==> src/cpu_defines.svh <==
`ifndef CPU_DEFINES_SVH
`define CPU_DEFINES_SVH

`define CPU_RESET_PC  32'h0040_0000
`define CPU_NUM_REGS  32

// primary opcodes
`define OP_RTYPE      6'h00
`define OP_ADDIU      6'h09
`define OP_LW         6'h23
`define OP_SW         6'h2b
`define OP_BEQ        6'h04
`define OP_BNE        6'h05

// funct field of R-type
`define FN_ADDU       6'h21
`define FN_SUBU       6'h23
`define FN_AND        6'h24
`define FN_OR         6'h25
`define FN_SLT        6'h2a

`endif
==> src/cpu_pkg.sv <==
package cpu_pkg;

    typedef struct packed {
        logic [5:0]  opcode;
        logic [4:0]  rs;
        logic [4:0]  rt;
        logic [4:0]  rd;
        logic [4:0]  shamt;
        logic [5:0]  funct;
    } inst_r_t;

    typedef struct packed {
        logic [5:0]  opcode;
        logic [4:0]  rs;
        logic [4:0]  rt;
        logic [15:0] imm;
    } inst_i_t;

    // one instruction word, seen as R-type or I-type
    typedef union packed {
        inst_r_t r;
        inst_i_t i;
    } inst_t;

    typedef enum logic [2:0] {
        ALU_ADD,
        ALU_SUB,
        ALU_AND,
        ALU_OR,
        ALU_SLT
    } alu_op_e;

    typedef struct packed {
        logic        valid;
        inst_t       inst;
        logic [31:0] pc4;
    } if_id_t;

    typedef struct packed {
        logic        valid;
        alu_op_e     alu_op;
        logic        use_imm;
        logic        mem_read;
        logic        mem_write;
        logic        branch;
        logic        branch_ne;
        logic        rf_wena;
        logic [4:0]  rs;
        logic [4:0]  rt;
        logic [4:0]  rf_waddr;
        logic [31:0] rs_val;
        logic [31:0] rt_val;
        logic [31:0] imm;
        logic [31:0] br_target;
    } id_ex_t;

    typedef struct packed {
        logic        mem_read;
        logic        mem_write;
        logic        rf_wena;
        logic [4:0]  rf_waddr;
        logic [31:0] alu_out;
        logic [31:0] st_data;
    } ex_mem_t;

    typedef struct packed {
        logic        wena;
        logic [4:0]  waddr;
        logic [31:0] wdata;
    } rf_wr_t;

endpackage

==> src/cpu.sv <==
`timescale 1ns/1ps

module cpu (
    input  logic        clk,
    input  logic        i_rst_n,
    input  logic        i_stall,
    output logic [31:0] o_pc,
    input  logic [31:0] i_inst,
    output logic        o_dm_w,
    output logic [31:0] o_dm_addr,
    output logic [31:0] o_dm_wdata,
    input  logic [31:0] i_dm_rdata
);

    import cpu_pkg::*;

    if_id_t      if_id;
    id_ex_t      id_ex;
    ex_mem_t     ex_mem;
    rf_wr_t      mem_wr;
    rf_wr_t      wb_wr;
    logic        hold;
    logic        redirect;
    logic [31:0] redirect_pc;

    cpu_fetch u_fetch (
        .clk           (clk),
        .i_rst_n       (i_rst_n),
        .i_stall       (i_stall),
        .i_hold        (hold),
        .i_redirect    (redirect),
        .i_redirect_pc (redirect_pc),
        .i_inst        (i_inst),
        .o_pc          (o_pc),
        .o_if_id       (if_id)
    );

    cpu_decode u_decode (
        .clk      (clk),
        .i_rst_n  (i_rst_n),
        .i_stall  (i_stall),
        .i_if_id  (if_id),
        .i_wb_wr  (wb_wr),
        .i_flush  (redirect), // kills the instruction behind the branch
        .o_hold   (hold),
        .o_id_ex  (id_ex)
    );

    cpu_execute u_execute (
        .clk           (clk),
        .i_rst_n       (i_rst_n),
        .i_stall       (i_stall),
        .i_id_ex       (id_ex),
        .i_mem_wr      (mem_wr),
        .i_wb_wr       (wb_wr),
        .o_redirect    (redirect),
        .o_redirect_pc (redirect_pc),
        .o_ex_mem      (ex_mem)
    );

    cpu_memwb u_memwb (
        .clk        (clk),
        .i_rst_n    (i_rst_n),
        .i_stall    (i_stall),
        .i_ex_mem   (ex_mem),
        .i_dm_rdata (i_dm_rdata),
        .o_dm_w     (o_dm_w),
        .o_dm_addr  (o_dm_addr),
        .o_dm_wdata (o_dm_wdata),
        .o_mem_wr   (mem_wr),
        .o_wb_wr    (wb_wr)
    );

endmodule

==> src/cpu_memwb.sv <==
`timescale 1ns/1ps

module cpu_memwb (
    input  logic             clk,
    input  logic             i_rst_n,
    input  logic             i_stall,
    input  cpu_pkg::ex_mem_t i_ex_mem,
    input  logic [31:0]      i_dm_rdata,
    output logic             o_dm_w,
    output logic [31:0]      o_dm_addr,
    output logic [31:0]      o_dm_wdata,
    output cpu_pkg::rf_wr_t  o_mem_wr,
    output cpu_pkg::rf_wr_t  o_wb_wr
);

    logic [31:0] mem_result;

    assign o_dm_w = i_ex_mem.mem_write & ~i_stall; // no store while frozen
    assign o_dm_addr = i_ex_mem.alu_out;
    assign o_dm_wdata = i_ex_mem.st_data;

    // load data or ALU result
    assign mem_result = i_ex_mem.mem_read ? i_dm_rdata : i_ex_mem.alu_out;

    assign o_mem_wr = '{wena:  i_ex_mem.rf_wena,
                        waddr: i_ex_mem.rf_waddr,
                        wdata: mem_result};

    always_ff @(posedge clk or negedge i_rst_n) begin
        if (!i_rst_n) begin
            o_wb_wr <= '0;
        end else if (!i_stall) begin
            o_wb_wr <= o_mem_wr;
        end
    end

endmodule

==> src/cpu_execute.sv <==
`timescale 1ns/1ps

module cpu_execute (
    input  logic             clk,
    input  logic             i_rst_n,
    input  logic             i_stall,
    input  cpu_pkg::id_ex_t  i_id_ex,
    input  cpu_pkg::rf_wr_t  i_mem_wr,
    input  cpu_pkg::rf_wr_t  i_wb_wr,
    output logic             o_redirect,
    output logic [31:0]      o_redirect_pc,
    output cpu_pkg::ex_mem_t o_ex_mem
);

    import cpu_pkg::*;

    logic [31:0] op_a;
    logic [31:0] op_b;
    logic [31:0] alu_b;
    logic [31:0] alu_out;

    // memory-stage result is younger, so it wins
    function automatic logic [31:0] fwd(input logic [4:0] rnum,
                                        input logic [31:0] rval,
                                        input rf_wr_t mem_wr,
                                        input rf_wr_t wb_wr);
        if (rnum == 5'd0) begin
            return rval;
        end
        if (mem_wr.wena && mem_wr.waddr == rnum) begin
            return mem_wr.wdata;
        end
        if (wb_wr.wena && wb_wr.waddr == rnum) begin
            return wb_wr.wdata;
        end
        return rval;
    endfunction

    assign op_a = fwd(i_id_ex.rs, i_id_ex.rs_val, i_mem_wr, i_wb_wr);
    assign op_b = fwd(i_id_ex.rt, i_id_ex.rt_val, i_mem_wr, i_wb_wr);
    assign alu_b = i_id_ex.use_imm ? i_id_ex.imm : op_b;

    always_comb begin
        case (i_id_ex.alu_op)
            ALU_ADD: alu_out = op_a + alu_b;
            ALU_SUB: alu_out = op_a - alu_b;
            ALU_AND: alu_out = op_a & alu_b;
            ALU_OR:  alu_out = op_a | alu_b;
            ALU_SLT: alu_out = {31'd0, $signed(op_a) < $signed(alu_b)};
            default: alu_out = '0;
        endcase
    end

    // predicted not-taken, so a taken branch redirects
    assign o_redirect = i_id_ex.valid && i_id_ex.branch
                        && ((op_a == op_b) ^ i_id_ex.branch_ne);
    assign o_redirect_pc = i_id_ex.br_target;

    always_ff @(posedge clk or negedge i_rst_n) begin
        if (!i_rst_n) begin
            o_ex_mem <= '0;
        end else if (!i_stall) begin
            o_ex_mem <= '{mem_read:  i_id_ex.valid & i_id_ex.mem_read,
                          mem_write: i_id_ex.valid & i_id_ex.mem_write,
                          rf_wena:   i_id_ex.valid & i_id_ex.rf_wena,
                          rf_waddr:  i_id_ex.rf_waddr,
                          alu_out:   alu_out,
                          st_data:   op_b};
        end
    end

endmodule

==> src/cpu_decode.sv <==
`timescale 1ns/1ps
`include "cpu_defines.svh"

module cpu_decode (
    input  logic            clk,
    input  logic            i_rst_n,
    input  logic            i_stall,
    input  cpu_pkg::if_id_t i_if_id,
    input  cpu_pkg::rf_wr_t i_wb_wr,
    input  logic            i_flush,
    output logic            o_hold,
    output cpu_pkg::id_ex_t o_id_ex
);

    import cpu_pkg::*;

    inst_t       inst;
    rf_wr_t      rf_wr;
    logic [31:0] rs_val;
    logic [31:0] rt_val;
    logic [31:0] imm_sext;
    id_ex_t      dec;
    logic        hold;

    assign inst = i_if_id.inst;
    assign imm_sext = {{16{inst.i.imm[15]}}, inst.i.imm};

    // write-back register holds during a stall, so no write then
    assign rf_wr = '{wena: i_wb_wr.wena & ~i_stall,
                     waddr: i_wb_wr.waddr,
                     wdata: i_wb_wr.wdata};

    cpu_regfile u_regfile (
        .clk      (clk),
        .i_rst_n  (i_rst_n),
        .i_wr     (rf_wr),
        .i_raddr1 (inst.i.rs),
        .i_raddr2 (inst.i.rt),
        .o_rdata1 (rs_val),
        .o_rdata2 (rt_val)
    );

    always_comb begin
        dec = '0;
        dec.valid = i_if_id.valid;
        dec.alu_op = ALU_ADD;
        dec.rs = inst.i.rs;
        dec.rt = inst.i.rt;
        dec.rs_val = rs_val;
        dec.rt_val = rt_val;
        dec.imm = imm_sext;
        dec.br_target = i_if_id.pc4 + {imm_sext[29:0], 2'b00};
        case (inst.i.opcode)
            `OP_RTYPE: begin
                dec.rf_waddr = inst.r.rd;
                dec.rf_wena = 1'b1;
                case (inst.r.funct)
                    `FN_ADDU: dec.alu_op = ALU_ADD;
                    `FN_SUBU: dec.alu_op = ALU_SUB;
                    `FN_AND:  dec.alu_op = ALU_AND;
                    `FN_OR:   dec.alu_op = ALU_OR;
                    `FN_SLT:  dec.alu_op = ALU_SLT;
                    default:  dec.rf_wena = 1'b0; // unknown funct, no-op
                endcase
            end
            `OP_ADDIU: begin
                dec.use_imm = 1'b1;
                dec.rf_wena = 1'b1;
                dec.rf_waddr = inst.i.rt;
            end
            `OP_LW: begin
                dec.use_imm = 1'b1;
                dec.mem_read = 1'b1;
                dec.rf_wena = 1'b1;
                dec.rf_waddr = inst.i.rt;
            end
            `OP_SW: begin
                dec.use_imm = 1'b1;
                dec.mem_write = 1'b1;
            end
            `OP_BEQ: dec.branch = 1'b1;
            `OP_BNE: begin
                dec.branch = 1'b1;
                dec.branch_ne = 1'b1;
            end
            default: ; // anything else runs as a no-op
        endcase
    end

    // load in execute feeding the instruction here
    assign hold = i_if_id.valid && o_id_ex.valid && o_id_ex.mem_read
                  && (o_id_ex.rf_waddr != 5'd0)
                  && (o_id_ex.rf_waddr == inst.i.rs || o_id_ex.rf_waddr == inst.i.rt);
    assign o_hold = hold;

    always_ff @(posedge clk or negedge i_rst_n) begin
        if (!i_rst_n) begin
            o_id_ex <= '0;
        end else if (!i_stall) begin
            if (i_flush || hold) begin
                o_id_ex <= '0; // bubble
            end else begin
                o_id_ex <= dec;
            end
        end
    end

endmodule

==> src/cpu_regfile.sv <==
`timescale 1ns/1ps
`include "cpu_defines.svh"

module cpu_regfile (
    input  logic             clk,
    input  logic             i_rst_n,
    input  cpu_pkg::rf_wr_t  i_wr,
    input  logic [4:0]       i_raddr1,
    input  logic [4:0]       i_raddr2,
    output logic [31:0]      o_rdata1,
    output logic [31:0]      o_rdata2
);

    logic [31:0] regs [`CPU_NUM_REGS];
    logic        wr_live;

    assign wr_live = i_wr.wena && (i_wr.waddr != 5'd0); // $0 never written

    always_ff @(posedge clk or negedge i_rst_n) begin
        if (!i_rst_n) begin
            for (int i = 0; i < `CPU_NUM_REGS; i++) begin
                regs[i] <= '0;
            end
        end else if (wr_live) begin
            regs[i_wr.waddr] <= i_wr.wdata;
        end
    end

    // write-through so decode sees this cycle's write-back
    assign o_rdata1 = (wr_live && i_wr.waddr == i_raddr1) ? i_wr.wdata
                                                          : regs[i_raddr1];
    assign o_rdata2 = (wr_live && i_wr.waddr == i_raddr2) ? i_wr.wdata
                                                          : regs[i_raddr2];

endmodule

==> src/cpu_fetch.sv <==
`timescale 1ns/1ps
`include "cpu_defines.svh"

module cpu_fetch (
    input  logic            clk,
    input  logic            i_rst_n,
    input  logic            i_stall,
    input  logic            i_hold,
    input  logic            i_redirect,
    input  logic [31:0]     i_redirect_pc,
    input  logic [31:0]     i_inst,
    output logic [31:0]     o_pc,
    output cpu_pkg::if_id_t o_if_id
);

    logic [31:0] pc_q;
    logic [31:0] pc_plus4;

    assign pc_plus4 = pc_q + 32'd4;
    assign o_pc = pc_q;

    always_ff @(posedge clk or negedge i_rst_n) begin
        if (!i_rst_n) begin
            pc_q <= `CPU_RESET_PC;
        end else if (!i_stall) begin
            if (i_redirect) begin
                pc_q <= i_redirect_pc; // taken branch from execute
            end else if (!i_hold) begin
                pc_q <= pc_plus4;
            end
        end
    end

    always_ff @(posedge clk or negedge i_rst_n) begin
        if (!i_rst_n) begin
            o_if_id <= '0;
        end else if (!i_stall) begin
            if (i_redirect) begin
                o_if_id.valid <= 1'b0; // squash wrong-path fetch
            end else if (!i_hold) begin
                o_if_id <= '{valid: 1'b1, inst: i_inst, pc4: pc_plus4};
            end
        end
    end

endmodule

==> config.mk <==
export PLATFORM = sky130hd
export DESIGN_NAME = cpu
export DESIGN_NICKNAME = d
export VERILOG_FILES = /design/src/cpu_pkg.sv /design/src/cpu.sv /design/src/cpu_memwb.sv /design/src/cpu_execute.sv /design/src/cpu_decode.sv /design/src/cpu_regfile.sv /design/src/cpu_fetch.sv
export VERILOG_INCLUDE_DIRS = /design/src
export SDC_FILE = /design/constraint.sdc
export NUM_CORES = 2
export LEC_CHECK = 0
export BUFFER_PORTS_ARGS = -buffer_cell sky130_fd_sc_hd__buf_2
export CAP_MARGIN = 15
export CORE_MARGIN = 4
export CORE_UTILIZATION = 59
export CTS_BUF_LIST = sky130_fd_sc_hd__clkbuf_2
export CTS_CLUSTER_DIAMETER = 80
export CTS_CLUSTER_SIZE = 40
export DETAILED_ROUTE_END_ITERATION = 6
export GPL_TIMING_DRIVEN = 0
export PLACE_DENSITY_LB_ADDON = 0.1
export SYNTH_ARGS = -nofsm -noshare
export SYNTH_HDL_FRONTEND = slang
export SYNTH_SLANG_ARGS = --single-unit
==> constraint.sdc <==
create_clock -name clk -period 8 [get_ports clk]
set_clock_uncertainty 0.2 [all_clocks]
set_input_delay 0.4 -clock clk [delete_from_list [all_inputs] [get_ports clk]]
set_output_delay 0.4 -clock clk [all_outputs]
set_load 0.01 [all_outputs]
### Word-level counts from Yosys, hierarchy flattened

Index checks and enable logic that the tools add are counted.

* register bits: 1384
* bits in latches: 0
* RAM bits: 0
* ROM bits: 0
* output and inout bits: 97
* memories kept: 0

* $add $sub $neg: 4
* $mul: 0
* divide/modulo/power cells: 0
* magnitude comparators: 5
* eq/ne operators: 24
* shifts and indexed selects: 0
* muxes and demuxes: 53
* bitwise gates (word level): 14
* reduce and logical (&&, ||, !) cells: 28

Operators with widths (number)
* $bwmux 1024: 1
* $mux 32: 23
* $bmux 32 s5: 2
* $demux 32 s5: 1
* $pmux 32 s5: 1
* $mux 153: 1
* $mux 65: 1
* $add 32x32->32: 2
* $eq 6x6->1 const B: 7
* $eq 5x5->1: 8
* $add 32x3->32 const B: 1
* $and 32x32->32: 1
* $eq 32x32->1: 1
* $lt 32x32->1: 1
* $or 32x32->32: 1
* $sub 32x32->32: 1
* $mux 1: 19
* $ge 6x6->1 const B: 3
* $not 5->6: 3
* $logic_and 1x1->1: 14
* $eq 6x3->1 const B: 2
* $pmux 3 s4: 1
* $logic_not 5->1: 2
* $pmux 5 s2: 1
* other kinds (20): 30

### Longest topological paths before layout

* word-level depth: 14
* mapped depth: 23
* gate-level depth less buffers: 21

### Cells and area by module

From an unflattened synthesis, not the netlist that was laid out.

* cell total of the unflattened synthesis: 6140
* area, all modules: 77753.3 um2

By module, submodules not included
* cpu_regfile: instances 1, cells each 3433, area each 53740.3 um2, seq. area each 25624.6 um2
* cpu_execute: instances 1, cells each 1395, area each 9939.5 um2, seq. area each 1801.7 um2
* cpu_decode: instances 1, cells each 576, area each 6741.5 um2, seq. area each 3428.3 um2
* cpu_fetch: instances 1, cells each 549, area each 4859.7 um2, seq. area each 2428.6 um2
* cpu_memwb: instances 1, cells each 187, area each 2472.4 um2, seq. area each 950.9 um2

### Worst setup path before layout

No wires, ideal clock.

* kind: register to register
* start point: register u_decode.o_id_ex[138] (netlist bit)
* end point: register u_execute.o_ex_mem[60] (netlist bit)
* setup time: 0.139 ns
* arrival: 4.867 ns
* required time: 7.661 ns
* slack: 2.794 ns
* cell stages (with the launch flop): 22
* clock period less this slack: 5.206 ns
* path through: dfrtp_1 or4_1 nor2_1 buf_4 clkbuf_1 nor2b_1 a221oi_2 ha_1 inv_1 fa_1 nor2b_1 o21ai_0 nand3_1 a2111o_1 and3_1 o31ai_1 or2_2 a2111oi_0 a211o_1 xnor2_1 a221oi_1 a22oi_1

* word-level cells in the longest chain between the ends: 10
* elaborated cells on any way between the ends: 21
* classes of those cells: add/sub (2); eq/ne (2); mux (12); bitwise (2); reduce/logical (3)

RTL lines
* start: declaration: RTL line cpu_decode.sv:12 `output cpu_pkg::id_ex_t o_id_ex`
* start signal: assignment: RTL line cpu_decode.sv:98 `o_id_ex <= '0;`
* start signal: assignment: RTL line cpu_decode.sv:101 `o_id_ex <= '0;`
* start signal: assignment: RTL line cpu_decode.sv:103 `o_id_ex <= dec;`
* $eq 5x5->1: RTL line cpu_execute.sv:33 `if (wb_wr.wena && wb_wr.waddr == rnum) begin`
* $logic_and 1x1->1: RTL line cpu_execute.sv:33
* $mux 1 (2 in series): RTL line cpu_execute.sv:33
* $mux 1: RTL line cpu_execute.sv:30 `if (mem_wr.wena && mem_wr.waddr == rnum) begin`
* $mux 32: RTL line cpu_execute.sv:36 `return rval;`
* $mux 32: RTL line cpu_execute.sv:33
* $mux 32 *: RTL line cpu_execute.sv:30
* $sub 32x32->32 (tied with other cells): RTL line cpu_execute.sv:46 `ALU_SUB: alu_out = op_a - alu_b;`
* $pmux 32 s5 *: RTL line cpu_execute.sv:44 `case (i_id_ex.alu_op)`
* end signal: assignment: RTL line cpu_execute.sv:63 `o_ex_mem <= '{mem_read: i_id_ex.valid & i_id_ex.mem_read,`
* end: declaration: RTL line cpu_execute.sv:12 `output cpu_pkg::ex_mem_t o_ex_mem`

Mark *: on every way between the ends. The rest lies on a longest branch, timed or not. The select of a mux whose other input is x is not followed.
A chain may end at the register's enable or synchronous reset.

### Final worst setup path

* start point: register u_execute.o_ex_mem[71] (netlist bit)
* end point: register u_fetch.o_if_id[61] (netlist bit)

* word-level cells in the longest chain between the ends: 11
* elaborated cells on any way between the ends: 16
* classes of those cells: eq/ne (1); mux (11); bitwise (2); reduce/logical (2)

RTL lines
* $mux 32 *: RTL line cpu_memwb.sv:23 `assign mem_result = i_ex_mem.mem_read ? i_dm_rdata : i_ex_mem.alu_out;`
* $mux 32: RTL line cpu_execute.sv:30
* $mux 32: RTL line cpu_execute.sv:33
* $mux 32: RTL line cpu_execute.sv:36
* $mux 32: RTL line cpu_execute.sv:33
* $mux 32: RTL line cpu_execute.sv:30
* $eq 32x32->1 *: RTL line cpu_execute.sv:56 `&& ((op_a == op_b) ^ i_id_ex.branch_ne);`
* $xor 1x1->1 *: RTL line cpu_execute.sv:56
* $logic_and 1x1->1 *: RTL line cpu_execute.sv:56
* $not 1->1 (no source line) *
* $reduce_and 3->1 (no source line) *
* end signal: assignment: RTL line cpu_fetch.sv:41 `o_if_id <= '{valid: 1'b1, inst: i_inst, pc4: pc_plus4};`
* end: declaration: RTL line cpu_fetch.sv:13 `output cpu_pkg::if_id_t o_if_id`

Mark *: on every way between the ends. The rest lies on a longest branch, timed or not.

==> impl_metrics.py <==
metrics = {
    "clocking": {
        "cts_root_buf": "clkbuf_2",
        "clkTransAtPathRegs_ns": 0.58,
        "htreeDepth": 3,
        "cts_tree": "built",
        "numCtsBuffers": 71,
        "numClockSinks": 1368,
        "clk_latency_ns": 1.73,
        "clk_path_buf_depth": 3,
        "post_cts_buffers": 0,
    },
    "synthesis": {
        "synth_top_area_cell": "dfrtp_1",
        "synth.most_common_cell": "dfrtp_1",
        "ys.flop_type": "dfrtp_1",
        "synth_edf_count": 0,
        "synth.distinct_cells": 87,
        "synth_area_leaders": "dfrtp_1, mux4_2, mux2_2, o21ai_0, ha_1",
        "yosysWarningCount": 0,
        "netlist_instances": 5842,
        "avgSynthCellArea_sq_um": 13.2,
        "syn_area_sq_mm": 0.0769,
        "ys_async_sr_fraction": 1.00,
        "synthTopCellsByCount": "dfrtp_1, mux2_2, mux4_2, clkbuf_1, nand2_1",
        "ys_seq_elements": 1368,
        "synth.top_cell.area_share": 0.445,
        "mappedNetlistNets": 6038,
        "ys_seq_area_frac": 0.445,
    },
    "placed_design": {
        "port_buffers": 163,
        "dpl_cell_area_sq_mm": 0.0805,
        "place.gp.congestion": 1.03,
        "hpwl_mm": 199,
    },
    "route": {
        "wl_met1_mm": 102,
        "drt_wl_total_mm": 267,
        "vias": 56000,
        "wl_per_cell_um": 32.7,
        "wl_met3_mm": 27.8,
        "drt-initial-drc-count": 6453,
        "ant_nets": 0,
        "route.met2.wl_mm": 122,
        "viasPerCell": 6.86,
        "highest_layer": "met5",
        "drt-pass1-iter-count": 6,
        "drc": 0,
    },
    "layout": {
        "drive_above_1_share": 0.338,
        "area_delta_synth_final_pct": 9.71,
        "layout.nets": 6546,
        "nFillCells": 9950,
        "multi_input_area_sq_mm": 0.0394,
        "design_area_sq_mm": 0.0843,
        "seq_area_sq_mm": 0.0342,
    },
    "min_path": {
        "hold_path.class": "primary input to register",
    },
    "floorplan": {
        "core-area_sq_mm": 0.129,
        "io_pins": 164,
        "initial_core_util": 0.594,
        "die_h_um": 369,
        "fp.dieW_um": 369,
        "num_rows": 132,
        "die-area_sq_mm": 0.136,
    },
    "timing": {
        "rsz0062_at_grt": "no",
        "slew_headroom": 0.133,
        "slew_violations": 0,
        "hold_viol": 0,
        "fmaxAchievable_mhz": 129,
        "worstMarginPinSlew_ns": 1.30,
        "fin_crit_sh": 0.968,
        "finalSetupViolCount": 0,
        "fin_tns_setup_ns": 0,
        "period_minus_slack_ns": 7.74,
    },
    "pwr": {
        "p_per_area_mw_per_mm2": 166,
        "swShare": 0.355,
        "combPwrFrac": 0.223,
        "leakage_nw": 38.6,
        "irDropWorstVdd_mv": 0.153,
        "cellInternalPower_w": 0.00904,
        "clock_power_share": 0.234,
        "power.net_switching_w": 0.00497,
        "p_total_w": 0.0140,
        "power_frac_seq": 0.544,
    },
    "global_route": {
        "grt_overflow": 0,
        "grt_start_max_net_pins": 167,
        "grt_pass1_vias": 56200,
        "track_usage": 0.392,
        "antenna_found_initial": 16,
        "grt_pass1_wl_mm": 387,
    },
    "setup_path": {
        "startpoint_type": "register",
        "cp-end-kind": "register",
        "slowest_stage": "a221oi_1",
        "required_ns": 9.42,
        "crit_fanout": 10,
        "path_buf_inv": 8,
        "crit_chain": "clkbuf_1, clkbuf_1, buf_8, mux2i_1, nor3_1, a221oi_1, xor2_1, nor4_1, nand4_2, o2111a_1, buf_6, nor3_4, buf_4, buf_2, nand2_1, dlygate4sd3_1, o21ai_1, dlygate4sd3_1",
        "path_class": "register to register",
        "slowest_delay_ns": 0.96,
        "crit_family": "buffers and inverters",
        "arrival_ns": 9.16,
    },
    "flow_run": {
        "cap_violations": 0,
    },
    "outcome": {
        "outcome": "finished clean",
    },
}
kinds of logic (layout without fill, tap and decap cells):
logic type | after synthesis | in the layout | share of synthesized area
other | 0 | 4 | 0
adder cells (fa/ha/maj) | 129 | 129 | 0.0213
AND/OR/NAND/NOR | 852 | 852 | 0.0522
buffers and inverters | 744 | 1311 | 0.0415
AO/OA/AOI/OAI | 797 | 797 | 0.0671
multiplexers | 1792 | 1792 | 0.354
XOR/XNOR | 160 | 160 | 0.0182
flip-flops | 1368 | 1368 | 0.445
sequential cells by signal, summed over array words and instances (netlist names):
name and flops:
u_decode.u_regfile.regs 1024, u_memwb.o_wb_wr 38, u_fetch.o_if_id 65, u_execute.o_ex_mem 72, u_fetch.o_pc 32, u_decode.o_id_ex 137
worst reg2reg max path, delay by kind of cell (launching register included):
family	cells	cell delay [ns]
AO/OA/AOI/OAI	3	1.40
XOR/XNOR	1	0.19
buffers and inverters	8	3.47
flip-flops	1	0.44
multiplexers	1	0.80
AND/OR/NAND/NOR	5	1.25
metal layers:
metal,up-vias,GRT usage
li1,22700,-
met1,29400,0.519
met2,3099,0.606
met3,713,0.104
met4,20,0.195
met5,-,0
metrics by stage:
| stage | hold WS, ns | setup WS, ns | std cells | utilization |
|---|---|---|---|---|
| global placement | 0.252 | -24.02 | 7747 | 0.617 |
| global route | 0.272 | 0.119 | 8153 | 0.651 |
| CTS | 0.150 | 0.268 | 8125 | 0.648 |
| finish | 0.295 | 0.260 | 8155 | 0.651 |
| floorplan | -0.0956 | 2.79 | 5842 | - |
| detailed placement | 0.143 | 0.556 | 7780 | 0.622 |
power groups by stage:
stage	logic (W)	clock network (W)	registers (W)
6_report	0.00312	0.00327	0.00762
4_1_cts	0.00303	0.00328	0.00760
3_3_place_gp	0.00282	0	0.00768
5_1_grt	0.00332	0.00354	0.00765
2_1_floorplan	0.00179	0	0.00756
3_5_place_dp	0.00291	0	0.00767
worst paths after layout:
kind                       slack (ns)  depth (start not counted)                       endpoint                          start
hold reg to reg                  0.32                          1  u_decode.u_regfile.regs[1021]  u_decode.u_regfile.regs[1021]
hold / removal                   0.30                          5            u_fetch.o_if_id[62]                     i_inst[30]
setup reg to reg                 0.26                         18            u_fetch.o_if_id[61]         u_execute.o_ex_mem[71]
setup / recovery                 0.26                         18            u_fetch.o_if_id[61]         u_execute.o_ex_mem[71]
min in group asynchronous        0.78                          6            u_fetch.o_if_id[62]                        i_rst_n
max in group asynchronous        3.72                         10   u_decode.u_regfile.regs[488]                        i_rst_n
cell usage in the layout, fill, tap and decap left out, types with 30 or more instances in the layout:
master	instances
a21oi_1	165
xor2_1	83
nor3_1	104
nor2b_1	80
mux2i_1	121
inv_1	121
buf_4	78
buf_8	46
clkbuf_1	419
nand3_1	34
a221oi_1	58
a22o_1	41
mux4_2	640
clkbuf_2	72
dfrtp_1	1367
ha_1	126
buf_1	89
dlygate4sd3_1	212
mux2_1	30
o21ai_0	326
nor2_1	181
xnor2_1	77
mux2_2	1000
nand2_1	335
buf_2	188
timing repair:
item | in CTS | in global routing
endpoints found under the hold margin | 1572 | 0
hold buffers | 213 | 0
endpoints found under the setup margin | 0 | 4
resized for setup | 0 | 3
final cells by class:
class                   count  share of cell area
multi-input cells        3730               0.468
flip-flops and latches   1368               0.406
repair buffers            435              0.0475
plain buffers             622              0.0324
well taps                1742              0.0258
clock inverters            61              0.0107
inverters                 122             0.00543
clock buffers              71             0.00421
diodes                      4            0.000119
Note: power is estimated with default switching activity, not from simulation.
